File: config.mk
export PLATFORM = sky130hd
export DESIGN_NAME = frontend
export DESIGN_NICKNAME = d
export VERILOG_FILES = /design/src/frontend_pkg.sv /design/src/btb.sv /design/src/bimodal_pht.sv /design/src/bpu.sv /design/src/ftq.sv /design/src/ifu.sv /design/src/frontend.sv
export VERILOG_INCLUDE_DIRS = /design/src
export SDC_FILE = /design/constraint.sdc
export NUM_CORES = 1
export LEC_CHECK = 0
export BUFFER_PORTS_ARGS = -buffer_cell sky130_fd_sc_hd__buf_2
export CELL_PAD_IN_SITES_DETAIL_PLACEMENT = 0
export CELL_PAD_IN_SITES_GLOBAL_PLACEMENT = 2
export CORE_ASPECT_RATIO = 1.25
export CORE_MARGIN = 8
export CORE_UTILIZATION = 41
export DETAILED_ROUTE_END_ITERATION = 8
export PLACE_DENSITY_LB_ADDON = 0.1
export SYNTH_ARGS = -nofsm -noshare
export SYNTH_HDL_FRONTEND = slang
export SYNTH_SLANG_ARGS = --single-unit
File: constraint.sdc
create_clock -name clk -period 7.1 [get_ports clk]
set_input_delay 1.065 -clock clk [delete_from_list [all_inputs] [get_ports clk]]
set_output_delay 1.065 -clock clk [all_outputs]
set_load 0.005 [all_outputs]
File: src/frontend_settings.svh
`ifndef FRONTEND_SETTINGS_SVH
`define FRONTEND_SETTINGS_SVH

// Address and fetch geometry
`define FE_ADDR_WIDTH 32
`define FE_FETCH_WIDTH 4

// Queue and predictor sizes
`define FE_FTQ_DEPTH 8
`define FE_BTB_ENTRIES 16
`define FE_PHT_ENTRIES 64

// Free places in the instruction buffer after reset
`define FE_IB_CREDITS 4

`define FE_RESET_PC 32'h1C00_0000

`endif

File: src/frontend_pkg.sv
`include "frontend_settings.svh"
`default_nettype none

package frontend_pkg;

    typedef logic [`FE_ADDR_WIDTH-1:0] addr_t;
    typedef logic [31:0] instr_t;
    typedef logic [$clog2(`FE_FETCH_WIDTH)-1:0] slot_idx_t;
    // Holds 1 up to the full fetch width
    typedef logic [$clog2(`FE_FETCH_WIDTH+1)-1:0] blk_len_t;
    typedef logic [1:0] pht_ctr_t;

    typedef struct packed {
        addr_t    start_pc;
        blk_len_t length;
        logic     taken;
        addr_t    target;
    } fetch_block_t;

    typedef struct packed {
        logic  valid;
        addr_t pc;
        logic  taken;
        addr_t target;
    } branch_update_t;

    typedef struct packed {
        logic      hit;
        slot_idx_t slot;
        addr_t     target;
    } btb_lookup_t;

    typedef struct packed {
        logic  valid;
        addr_t pc;
    } redirect_t;

    typedef struct packed {
        logic                           valid;
        logic [`FE_FETCH_WIDTH*32-1:0] line;
    } icache_rsp_t;

    typedef struct packed {
        logic   valid;
        addr_t  pc;
        instr_t instr;
    } instr_slot_t;

    typedef struct packed {
        logic                                valid;
        instr_slot_t [`FE_FETCH_WIDTH-1:0] slots;
    } instr_bundle_t;

endpackage

`default_nettype wire

File: src/btb.sv
`timescale 1ns/100ps
`include "frontend_settings.svh"
`default_nettype none

module btb (
    input  logic                         clk,
    input  logic                         rst_n,
    input  logic [`FE_ADDR_WIDTH-1:0]    lookup_pc_i,
    output frontend_pkg::btb_lookup_t    lookup_o,
    input  frontend_pkg::branch_update_t update_i
);
    import frontend_pkg::*;

    localparam int SLOT_W   = $clog2(`FE_FETCH_WIDTH);
    localparam int LINE_LSB = 2 + SLOT_W;
    localparam int IDX_W    = $clog2(`FE_BTB_ENTRIES);
    localparam int TAG_W    = `FE_ADDR_WIDTH - LINE_LSB - IDX_W;

    typedef struct packed {
        logic [TAG_W-1:0] tag;
        slot_idx_t        slot;
        addr_t            target;
    } btb_entry_t;

    btb_entry_t                 entries [`FE_BTB_ENTRIES];
    logic [`FE_BTB_ENTRIES-1:0] valid_q;
    btb_entry_t                 rd_entry;
    logic [IDX_W-1:0]           rd_idx;
    logic [TAG_W-1:0]           rd_tag;
    logic [IDX_W-1:0]           wr_idx;
    logic                       wr_en;

    // One entry per line address
    assign rd_idx   = lookup_pc_i[LINE_LSB +: IDX_W];
    assign rd_tag   = lookup_pc_i[LINE_LSB + IDX_W +: TAG_W];
    assign rd_entry = entries[rd_idx];

    assign lookup_o.hit    = valid_q[rd_idx] && (rd_entry.tag == rd_tag);
    assign lookup_o.slot   = rd_entry.slot;
    assign lookup_o.target = rd_entry.target;

    // Not-taken outcomes leave the entry alone
    assign wr_en  = update_i.valid && update_i.taken;
    assign wr_idx = update_i.pc[LINE_LSB +: IDX_W];

    always_ff @(posedge clk) begin
        if (!rst_n) begin
            valid_q <= '0;
        end else if (wr_en) begin
            valid_q[wr_idx] <= 1'b1;
        end
    end

    always_ff @(posedge clk) begin
        if (wr_en) begin
            entries[wr_idx].tag    <= update_i.pc[LINE_LSB + IDX_W +: TAG_W];
            entries[wr_idx].slot   <= slot_idx_t'(update_i.pc[2 +: SLOT_W]);
            entries[wr_idx].target <= update_i.target;
        end
    end

endmodule

`default_nettype wire

File: src/bimodal_pht.sv
`timescale 1ns/100ps
`include "frontend_settings.svh"
`default_nettype none

module bimodal_pht (
    input  logic                         clk,
    input  logic                         rst_n,
    input  logic [`FE_ADDR_WIDTH-1:0]    lookup_pc_i,
    output logic                         taken_o,
    input  frontend_pkg::branch_update_t update_i
);
    import frontend_pkg::*;

    localparam int       IDX_W    = $clog2(`FE_PHT_ENTRIES);
    // Weakly not taken
    localparam pht_ctr_t CTR_INIT = 2'd1;

    pht_ctr_t         ctr_q [`FE_PHT_ENTRIES];
    pht_ctr_t         wr_ctr;
    logic [IDX_W-1:0] rd_idx;
    logic [IDX_W-1:0] wr_idx;

    // Indexed by word address of the branch
    assign rd_idx  = lookup_pc_i[2 +: IDX_W];
    assign taken_o = ctr_q[rd_idx][1];
    assign wr_idx  = update_i.pc[2 +: IDX_W];

    // Saturating step toward the outcome
    always_comb begin
        wr_ctr = ctr_q[wr_idx];
        if (update_i.taken) begin
            if (wr_ctr != 2'd3) begin
                wr_ctr = wr_ctr + 2'd1;
            end
        end else if (wr_ctr != 2'd0) begin
            wr_ctr = wr_ctr - 2'd1;
        end
    end

    always_ff @(posedge clk) begin
        if (!rst_n) begin
            for (int i = 0; i < `FE_PHT_ENTRIES; i++) begin
                ctr_q[i] <= CTR_INIT;
            end
        end else if (update_i.valid) begin
            ctr_q[wr_idx] <= wr_ctr;
        end
    end

endmodule

`default_nettype wire

File: src/bpu.sv
`timescale 1ns/100ps
`include "frontend_settings.svh"
`default_nettype none

module bpu (
    input  logic                         clk,
    input  logic                         rst_n,
    input  frontend_pkg::redirect_t      redirect_i,
    input  frontend_pkg::branch_update_t update_i,
    input  logic                         ftq_full_i,
    output logic                         push_o,
    output frontend_pkg::fetch_block_t   block_o
);
    import frontend_pkg::*;

    localparam int SLOT_W   = $clog2(`FE_FETCH_WIDTH);
    localparam int LINE_LSB = 2 + SLOT_W;

    addr_t       pc_q;
    addr_t       pc_d;
    addr_t       next_line_pc;
    addr_t       pht_pc;
    addr_t       pred_pc;
    slot_idx_t   pc_ofs;
    btb_lookup_t btb_res;
    logic        pht_taken;
    logic        pred_taken;
    blk_len_t    blk_len;

    btb u_btb (
        .clk        (clk),
        .rst_n      (rst_n),
        .lookup_pc_i(pc_q),
        .lookup_o   (btb_res),
        .update_i   (update_i)
    );

    // Direction is looked up at the branch slot the btb reports
    assign pht_pc = {pc_q[`FE_ADDR_WIDTH-1:LINE_LSB], btb_res.slot, 2'b00};

    bimodal_pht u_pht (
        .clk        (clk),
        .rst_n      (rst_n),
        .lookup_pc_i(pht_pc),
        .taken_o    (pht_taken),
        .update_i   (update_i)
    );

    assign pc_ofs       = pc_q[2 +: SLOT_W];
    assign next_line_pc = {pc_q[`FE_ADDR_WIDTH-1:LINE_LSB] + 1'b1, {LINE_LSB{1'b0}}};

    // A branch before the entry point of the block is ignored
    assign pred_taken = btb_res.hit && (btb_res.slot >= pc_ofs) && pht_taken;

    always_comb begin
        if (pred_taken) begin
            blk_len = blk_len_t'(btb_res.slot) - blk_len_t'(pc_ofs) + blk_len_t'(1);
            pred_pc = btb_res.target;
        end else begin
            blk_len = blk_len_t'(`FE_FETCH_WIDTH) - blk_len_t'(pc_ofs);
            pred_pc = next_line_pc;
        end
    end

    assign block_o.start_pc = pc_q;
    assign block_o.length   = blk_len;
    assign block_o.taken    = pred_taken;
    assign block_o.target   = pred_pc;

    assign push_o = !ftq_full_i && !redirect_i.valid;

    // Redirect wins over a hold on full
    always_comb begin
        if (redirect_i.valid) begin
            pc_d = redirect_i.pc;
        end else if (ftq_full_i) begin
            pc_d = pc_q;
        end else begin
            pc_d = pred_pc;
        end
    end

    always_ff @(posedge clk) begin
        if (!rst_n) begin
            pc_q <= `FE_RESET_PC;
        end else begin
            pc_q <= pc_d;
        end
    end

endmodule

`default_nettype wire

File: src/ftq.sv
`timescale 1ns/100ps
`include "frontend_settings.svh"
`default_nettype none

module ftq (
    input  logic                       clk,
    input  logic                       rst_n,
    input  frontend_pkg::redirect_t    redirect_i,
    input  logic                       push_i,
    input  frontend_pkg::fetch_block_t block_i,
    output logic                       full_o,
    output logic                       head_valid_o,
    output frontend_pkg::fetch_block_t head_o,
    input  logic                       accept_i
);
    import frontend_pkg::*;

    localparam int PTR_W = $clog2(`FE_FTQ_DEPTH);
    localparam int CNT_W = $clog2(`FE_FTQ_DEPTH + 1);

    fetch_block_t     mem [`FE_FTQ_DEPTH];
    logic [PTR_W-1:0] wr_ptr_q;
    logic [PTR_W-1:0] rd_ptr_q;
    logic [CNT_W-1:0] count_q;
    logic             do_push;
    logic             do_pop;

    assign full_o       = (count_q == CNT_W'(`FE_FTQ_DEPTH));
    assign head_valid_o = (count_q != '0);
    assign head_o       = mem[rd_ptr_q];

    assign do_push = push_i && !full_o;
    assign do_pop  = head_valid_o && accept_i;

    // Pointers wrap on their own, depth is a power of two
    always_ff @(posedge clk) begin
        if (!rst_n) begin
            wr_ptr_q <= '0;
            rd_ptr_q <= '0;
            count_q  <= '0;
        end else if (redirect_i.valid) begin
            // Whole queue is dropped
            wr_ptr_q <= '0;
            rd_ptr_q <= '0;
            count_q  <= '0;
        end else begin
            if (do_push) begin
                wr_ptr_q <= wr_ptr_q + 1'b1;
            end
            if (do_pop) begin
                rd_ptr_q <= rd_ptr_q + 1'b1;
            end
            count_q <= count_q + CNT_W'(do_push) - CNT_W'(do_pop);
        end
    end

    always_ff @(posedge clk) begin
        if (do_push) begin
            mem[wr_ptr_q] <= block_i;
        end
    end

endmodule

`default_nettype wire

File: src/ifu.sv
`timescale 1ns/100ps
`include "frontend_settings.svh"
`default_nettype none

module ifu (
    input  logic                        clk,
    input  logic                        rst_n,
    input  frontend_pkg::redirect_t     redirect_i,
    input  logic                        head_valid_i,
    input  frontend_pkg::fetch_block_t  head_i,
    output logic                        accept_o,
    output logic                        icache_req_o,
    output logic [`FE_ADDR_WIDTH-1:0]   icache_addr_o,
    input  frontend_pkg::icache_rsp_t   icache_rsp_i,
    input  logic                        credit_return_i,
    output frontend_pkg::instr_bundle_t bundle_o
);
    import frontend_pkg::*;

    localparam int SLOT_W   = $clog2(`FE_FETCH_WIDTH);
    localparam int LINE_LSB = 2 + SLOT_W;
    localparam int CRD_W    = $clog2(`FE_IB_CREDITS + 1);

    logic [CRD_W-1:0]                  credit_q;
    logic                              epoch_q;
    logic                              cur_epoch;
    logic                              infl_valid_q;
    logic                              infl_epoch_q;
    fetch_block_t                      infl_blk_q;
    slot_idx_t                         infl_ofs;
    blk_len_t                          infl_end;
    logic                              deliver;
    logic                              refund;
    instr_slot_t [`FE_FETCH_WIDTH-1:0] slots_d;
    instr_slot_t [`FE_FETCH_WIDTH-1:0] slots_q;
    logic                              bundle_valid_q;

    // A request needs a buffer place reserved up front
    assign accept_o      = head_valid_i && (credit_q != '0) && !redirect_i.valid;
    assign icache_req_o  = accept_o;
    assign icache_addr_o = {head_i.start_pc[`FE_ADDR_WIDTH-1:LINE_LSB], {LINE_LSB{1'b0}}};

    // Epoch flips in the redirect cycle itself, so the response due then is stale
    assign cur_epoch = epoch_q ^ redirect_i.valid;
    assign deliver   = infl_valid_q && icache_rsp_i.valid && (infl_epoch_q == cur_epoch);
    assign refund    = infl_valid_q && !deliver;

    always_ff @(posedge clk) begin
        if (!rst_n) begin
            epoch_q <= 1'b0;
        end else begin
            epoch_q <= cur_epoch;
        end
    end

    // Dropped responses give their reserved place back
    always_ff @(posedge clk) begin
        if (!rst_n) begin
            credit_q <= CRD_W'(`FE_IB_CREDITS);
        end else begin
            credit_q <= credit_q - CRD_W'(accept_o) + CRD_W'(credit_return_i)
                        + CRD_W'(refund);
        end
    end

    always_ff @(posedge clk) begin
        if (!rst_n) begin
            infl_valid_q <= 1'b0;
        end else begin
            infl_valid_q <= accept_o;
        end
    end

    always_ff @(posedge clk) begin
        if (accept_o) begin
            infl_blk_q   <= head_i;
            infl_epoch_q <= epoch_q;
        end
    end

    assign infl_ofs = infl_blk_q.start_pc[2 +: SLOT_W];
    assign infl_end = blk_len_t'(infl_ofs) + infl_blk_q.length;

    // Slots from the entry offset up to offset plus length
    always_comb begin
        for (int i = 0; i < `FE_FETCH_WIDTH; i++) begin
            slots_d[i].valid = (i >= int'(infl_ofs)) && (i < int'(infl_end));
            slots_d[i].pc    = {infl_blk_q.start_pc[`FE_ADDR_WIDTH-1:LINE_LSB],
                                slot_idx_t'(i), 2'b00};
            slots_d[i].instr = icache_rsp_i.line[i*32 +: 32];
        end
    end

    always_ff @(posedge clk) begin
        if (!rst_n) begin
            bundle_valid_q <= 1'b0;
        end else begin
            bundle_valid_q <= deliver;
        end
    end

    always_ff @(posedge clk) begin
        if (deliver) begin
            slots_q <= slots_d;
        end
    end

    assign bundle_o.valid = bundle_valid_q;
    assign bundle_o.slots = slots_q;

endmodule

`default_nettype wire

File: src/frontend.sv
`timescale 1ns/100ps
`include "frontend_settings.svh"
`default_nettype none

module frontend (
    input  logic                         clk,
    input  logic                         rst_n,
    input  frontend_pkg::redirect_t      redirect_i,
    input  frontend_pkg::branch_update_t update_i,
    input  frontend_pkg::icache_rsp_t    icache_rsp_i,
    input  logic                         credit_return_i,
    output logic                         icache_req_o,
    output logic [`FE_ADDR_WIDTH-1:0]    icache_addr_o,
    output frontend_pkg::instr_bundle_t  bundle_o
);
    import frontend_pkg::*;

    fetch_block_t bpu_block;
    fetch_block_t ftq_head;
    logic         bpu_push;
    logic         ftq_full;
    logic         ftq_head_valid;
    logic         ifu_accept;

    // Prediction, one block per cycle
    bpu u_bpu (
        .clk       (clk),
        .rst_n     (rst_n),
        .redirect_i(redirect_i),
        .update_i  (update_i),
        .ftq_full_i(ftq_full),
        .push_o    (bpu_push),
        .block_o   (bpu_block)
    );

    ftq u_ftq (
        .clk         (clk),
        .rst_n       (rst_n),
        .redirect_i  (redirect_i),
        .push_i      (bpu_push),
        .block_i     (bpu_block),
        .full_o      (ftq_full),
        .head_valid_o(ftq_head_valid),
        .head_o      (ftq_head),
        .accept_i    (ifu_accept)
    );

    // Cache access and bundle output
    ifu u_ifu (
        .clk            (clk),
        .rst_n          (rst_n),
        .redirect_i     (redirect_i),
        .head_valid_i   (ftq_head_valid),
        .head_i         (ftq_head),
        .accept_o       (ifu_accept),
        .icache_req_o   (icache_req_o),
        .icache_addr_o  (icache_addr_o),
        .icache_rsp_i   (icache_rsp_i),
        .credit_return_i(credit_return_i),
        .bundle_o       (bundle_o)
    );

endmodule

`default_nettype wire

; Word-level counts from Yosys, hierarchy flattened
; Memories as Yosys holds them, arrays and structs flattened. A register that Yosys moved wholly into a read port is not among the register bits.
; Index checks and enable logic that the tools add are counted.
[classes]
div = 0
n_mul = 0
n_eq_ne = 5
add_sub_neg = 14
mux = 26
shift = 0
bitwise_logic = 3
reduce_logical = 24
magnitude_cmp = 11
[op_table]
columns = op, count
row1 = 32-bit two-way mux, 3
row2 = "28-bit by 1-bit adder with 28-bit output, second input constant", 1
row3 = 24-bit equality test, 1
row4 = 1-bit logical AND, 16
row5 = 16-bit bitwise OR, 1
row6 = 1-bit two-way mux, 11
row7 = "4-bit by 5-bit < comparator with 1-bit output, second input constant", 2
row8 = "3-bit by 1-bit adder with 3-bit output, second input constant", 3
row9 = 3-bit two-way mux, 3
row10 = 2-bit two-way mux, 4
row11 = 4-bit two-way mux, 2
row12 = 3-bit by 1-bit adder with 3-bit output, 2
row13 = "1-bit by 3-bit < comparator with 1-bit output, first input constant", 2
row14 = "2-bit by 3-bit < comparator with 1-bit output, first input constant", 2
row15 = 6-bit two-way mux, 1
row16 = 4-bit by 1-bit adder with 4-bit output, 1
row17 = 1-bit binary-select mux with 4-bit select, 1
row18 = 1-bit demux with 4-bit select, 1
row19 = "4-bit equality test, second input constant", 1
row20 = "1-bit by 2-bit greater-or-equal comparator with 1-bit output, first input constant", 2
row21 = "4-bit by 1-bit greater-or-equal comparator with 1-bit output, second input constant", 1
row22 = "2-bit inequality test, second input constant", 2
row23 = 4-bit nonzero test, 1
row24 = 2-bit OR reduction, 2
row25 = 15 further kinds, 17
[totals]
latchBits = 0
regBits = 260
n_memories = 3
romBits = 0
word_cells = 107
output_inout_bits = 294
mem_bits_rw = 1600
[memory_table]
columns = name, depth, width, rd, rd_clocked_by_memory_dff, write_ports, line_no
row1 = u_bpu.u_btb.entries, 16, 58, 1, 1, 1, btb.sv:25  ; btb_entry_t entries [`FE_BTB_ENTRIES];
row2 = u_ftq.mem, 8, 68, 1, 1, 1, ftq.sv:21  ; fetch_block_t mem [`FE_FTQ_DEPTH];
row3 = u_bpu.u_pht.ctr_q, 64, 2, 2, 0, 64, bimodal_pht.sv:18  ; pht_ctr_t ctr_q [`FE_PHT_ENTRIES];

; Depth between registers and ports, before layout
[depth]
depth_word = 10
mapped_depth = 21

; Modules after synthesis
; From an unflattened synthesis, not the netlist that was laid out.
[unflattened]
cells_unflattened = 3731
hier_area_um2 = 74242.5
[modules_own_cells]
columns = module, cells_each, instances, seq_area_each_um2, area_per_inst_um2
row1 = btb, 1486, 1, 28187.0, 36110.9
row2 = ftq, 866, 1, 16595.9, 21060.2
row3 = ifu, 370, 1, 5945.7, 7257.0
row4 = bimodal_pht, 622, 1, 3843.7, 6993.0
row5 = bpu, 387, 1, 640.6, 2821.5

; Worst setup path before layout
; No wires, ideal clock.
[synth_timing]
kind = input-to-reg
startpoint = in redirect_i[32] (netlist bit)
endpoint = reg u_ifu.credit_q[2]
required_ns = 6.972
cell_stages = 11
t_arrival_ns = 6.799
setup_time_ns = 0.128
path_buffers = 0
path_slack_ns = 0.173
path_cell_list = xor2_1 -> xnor2_1 -> and3_1 -> nand2b_1 -> ha_1 -> inv_1 -> fa_1 -> fa_1 -> xnor2_1 -> xnor2_1 -> nand2_1
[synth_via]
elab_chain_cells = 6
elab_cells_between_ends = 10
classes_between = add/sub (3) / eq/ne (1) / bitwise (1) / reduce/logical (5)
[synth_lines]
columns = element, line_no
row1 = start: declaration, frontend.sv:8  ; input frontend_pkg::redirect_t redirect_i,
row2 = 1-bit bitwise XOR, ifu.sv:44  ; assign cur_epoch = epoch_q ^ redirect_i.valid;
row3 = 1-bit equality test, ifu.sv:45  ; assign deliver = infl_valid_q && icache_rsp_i.valid && (infl_epoch_q == cur_epoch);
row4 = 1-bit logical AND, ifu.sv:45
row5 = via u_ifu.deliver, ifu.sv:32  ; logic deliver;
row6 = 1-bit zero test, ifu.sv:46  ; assign refund = infl_valid_q && !deliver;
row7 = 1-bit logical AND, ifu.sv:46
row8 = 3-bit by 1-bit adder with 3-bit output, ifu.sv:62  ; + CRD_W'(refund);
row9 = end signal: assignment, ifu.sv:59  ; credit_q <= CRD_W'(`FE_IB_CREDITS);
row10 = end signal: assignment, ifu.sv:61  ; credit_q <= credit_q - CRD_W'(accept_o) + CRD_W'(credit_return_i)
row11 = end: declaration, ifu.sv:24  ; logic [CRD_W-1:0] credit_q;
; The timed path passes the listed nets, and every way through them passes these cells.
; A chain may end at the register's enable or synchronous reset.

==> results.py <==
metrics = {
    "clock_network": {
        "hold_buffers": 0,
        "clk_path_buf_depth": 3,
        "cts_resized": 0,
        "postCtsSetupBuffers": 0,
        "cts_sinks": 1551,
        "htree_num_levels": 4,
        "cts_root_buffer": "clkbuf_16",
        "cts_tree": "yes",
        "cts_made_buffers": 157,
        "cts.clk_slew.worst_paths_ps": 60,
        "clk_latency_ps": 790,
    },
    "floorplanning": {
        "fp-row-count": 160,
        "die_area_um2": 165000,
        "design.portCount": 525,
        "die-height_um": 452,
        "dieWidth_um": 365,
        "placeableCoreArea_um2": 152000,
        "start_util_pct": 41.2,
    },
    "setup_path": {
        "critPathRequiredTime_ps": 7720,
        "cp-start-kind": "flip-flop",
        "worstRegToRegCells": 19,
        "path_max_fanout": 37,
        "ff2ff_setup_slack_ps": 1040,
        "arrival_ps": 6680,
        "worstSetupPathType": "reg2reg",
        "cp-end-kind": "flip-flop",
    },
    "power_and_ir_drop": {
        "peakVddDrop_mv": 0.232,
        "power_per_cell_area_nw_per_um2": 294,
        "leakagePower_nw": 23.3,
    },
    "routing": {
        "viasPerCell": 5.55,
        "drt_iter0_markers": 2616,
        "drt_pass1_iterations": 7,
        "routedWlPerCell_um": 29.1,
        "final_antenna_net_count": 0,
        "vias": 32977,
        "totalWireLength_um": 173000,
        "route.detailed.drc": 0,
    },
    "synth": {
        "synth_top_area_share_pct": 71.3,
        "synth-edff-count": 1482,
        "syn_avg_cell_area_um2": 18.6,
        "ys.flop_type": "edfxtp_1",
        "syn_inst": 3359,
        "ys_top_cells_by_area": "edfxtp_1, mux4_2, dfxtp_1, buf_4, mux2i_1",
        "synth_top_area_cell": "edfxtp_1",
        "ys_seq_area_share_pct": 73.5,
        "ys_warn_count": 0,
        "syn-cell-area_um2": 62500,
        "synth.distinct_cells": 79,
        "async_flop_share_pct": 0,
        "ys_seq_elements": 1551,
    },
    "global_route": {
        "antenna_found_initial": 37,
        "grt_overflow": 0,
        "grt_pass1_vias": 33966,
        "grtUsageTotal_pct": 20.4,
        "grt_max_degree": 108,
        "grt_pass1_wl_um": 244000,
    },
    "place": {
        "io_buffers": 498,
        "hpwl_um": 109000,
        "routabilityCongestion": 0.856,
    },
    "sta": {
        "tightest_slew_ps": 1210,
        "slew_headroom_pct": 18.4,
        "hold_viol": 0,
        "slew_violations": 0,
        "setup_viol": 0,
        "setup-tns-final_ps": 0,
        "period_needed_ps": 6060,
        "rsz0062_at_grt": "no",
        "fin_skew_ps": 19.9,
        "max_freq_ghz": 0.165,
        "finalCritPeriodShare_pct": 85.4,
    },
    "final_layout": {
        "area_growth_pct": 14.9,
        "multi_input_area_um2": 14800,
        "seq_area_um2": 45900,
        "final_nets": 4036,
        "n_fill_cell": 12916,
        "drive_above_1_share_pct": 31.7,
        "fin_util_pct": 47.3,
    },
    "run_status": {
        "outcome": "finished clean",
    },
    "min_path": {
        "worstHoldPathType": "reg2reg",
        "hold_start": "u_ifu.infl_blk_q[48]$_DFFE_PP_",
    },
    "flow_run": {
        "cap_violations": 0,
    },
}
==> synth_stat cells, types with 6 or more instances <==
cell	count
or3_1	11
o21ai_0	103
mux2_2	60
clkbuf_1	121
nand3_1	92
buf_4	142
or2_2	8
nand2b_1	19
nor3_1	92
a211oi_1	13
o2111ai_1	9
o211ai_1	6
xor2_1	15
dfxtp_1	69
nor2_1	130
a221o_1	8
a21oi_1	54
a31oi_1	12
xnor2_1	29
buf_1	35
a22oi_1	17
nor4_1	6
o311ai_0	6
nor2b_1	22
o31ai_1	8
mux4_2	328
inv_1	26
edfxtp_1	1482
o22ai_1	12
and2_1	17
buf_2	33
mux2i_1	92
nand2_1	125
and3_1	22
a22o_1	7
nand4_1	24
buf_6	7
ha_1	17
==> power breakdown <==
group | total, mW | internal, mW | leakage [nW] | switching, mW
combinational | 2.30 | 0.964 | 6.82 | 1.34
clock | 8.19 | 4.75 | 2.45 | 3.43
sequential | 10.6 | 10.4 | 14.0 | 0.216
==> state kept, by name, indices dropped and copies added, names as in the netlist, named ones only <==
register              flops
u_bpu.u_btb.entries     896
u_ftq.mem               264
u_ifu.bundle_o          160
u_bpu.u_pht.ctr_q       128
u_ifu.infl_blk_q         33
u_bpu.pc_q               30
u_bpu.u_btb.valid_q      16
u_ftq.count_q             4
u_ftq.rd_ptr_q            3
u_ftq.wr_ptr_q            3
u_ifu.credit_q            3
u_ifu.bundle_valid_q      1
u_ifu.epoch_q             1
u_ifu.infl_epoch_q        1
u_ifu.infl_valid_q        1
==> layout make-up <==
| class | count | share of cell area (%) |
|---|---|---|
| sequential | 1551 | 64.0 |
| timing repair buffer | 586 | 4.55 |
| inverter | 29 | 0.153 |
| antenna | 10 | 0.0349 |
| clock inverter | 83 | 1.29 |
| multi-input combinational | 1459 | 20.7 |
| tap | 2025 | 3.53 |
| clock buffer | 202 | 5.77 |
==> routing by layer <==
metal	global-route usage, %	vias to the layer above	routed length [um]
met5	0	-	102
met4	6.08	18	4890
met3	4.10	268	12200
met2	36.1	1217	88700
met1	25.2	17245	66800
li1	-	14229	-
==> critical path, stage by stage, from the launching register on <==
cell	delay, ps
dfxtp_4	790
mux2i_1	260
mux4_2	440
nor2_1	70
buf_4	200
nor2_1	300
inv_2	250
ha_1	350
nand2b_1	110
a21oi_1	120
or4_1	400
or4_1	460
a311oi_2	300
nand4bb_1	130
a2111oi_0	370
buf_4	200
o211ai_4	370
or2_2	460
a21oi_1	150
o31ai_1	130
==> how the worst min path moves through the flow <==
stage / slack, ps / to / cells after the start
after floorplan: 400 / u_ifu.bundle_o[231]$_DFFE_PP_ / 0
after global placement: 400 / u_ifu.bundle_o[245]$_DFFE_PP_ / 0
after detailed placement: 400 / u_ifu.bundle_o[239]$_DFFE_PP_ / 0
after CTS: 380 / u_ifu.bundle_o[6]$_DFFE_PP_ / 1
after global routing: 400 / u_ifu.bundle_o[6]$_DFFE_PP_ / 1
final: 420 / u_ifu.bundle_o[239]$_DFFE_PP_ / 0
==> logic make-up (layout without fill, tap and decap cells) <==
group | Yosys count | count (layout) | synth area share [%]
and+or+nand+nor | 588 | 588 | 4.57
buffers and inverters | 367 | 900 | 3.21
xor gates and xnor gates | 44 | 44 | 0.617
adders and majority gates | 23 | 23 | 0.501
muxes | 480 | 480 | 14.4
other | 2 | 30 | 0.0120
AOI/OAI and AO/OA | 304 | 304 | 3.23
DFF | 1551 | 1551 | 73.5
==> per-stage QoR <==
stage	worst slack [ps]	area (um^2)	cells	hold WS, ps	total power, mW
floorplan	173	62500	3377	400	12.3
global placement	862	66600	5650	402	13.1
detailed placement	948	66600	5650	405	13.1
CTS	902	71700	5935	378	21.4
global route	509	71700	5935	399	21.8
finish	1040	71700	5945	417	21.1
==> layout by cell type (no fill, tap or decap), types with 9 or more instances in the layout <==
cell,synthesis,final
mux2i_1,92,92
o2111ai_1,9,9
clkinv_2,0,20
bufinv_16,0,17
nor3_1,92,84
mux2_2,60,60
buf_2,33,498
and2_1,17,17
a31oi_1,12,12
conb_1,2,20
clkbuf_1,121,43
a22oi_1,17,17
nor2b_1,22,22
dfxtp_1,69,63
and3_1,22,21
nor2_1,130,111
inv_1,26,26
nor2_4,0,19
a211oi_1,13,13
edfxtp_1,1482,1482
ha_1,17,17
nand2b_1,19,19
o22ai_1,12,12
nand4_1,24,24
nand3_1,92,92
o21ai_0,103,103
xnor2_1,29,29
clkbuf_16,0,159
mux4_2,328,328
buf_12,0,9
clkinv_1,1,32
xor2_1,15,15
a21oi_1,54,54
buf_4,142,79
or3_1,11,11
diode_2,0,10
nand2_1,125,125
No activity file was read; power rests on OpenSTA's default activity.
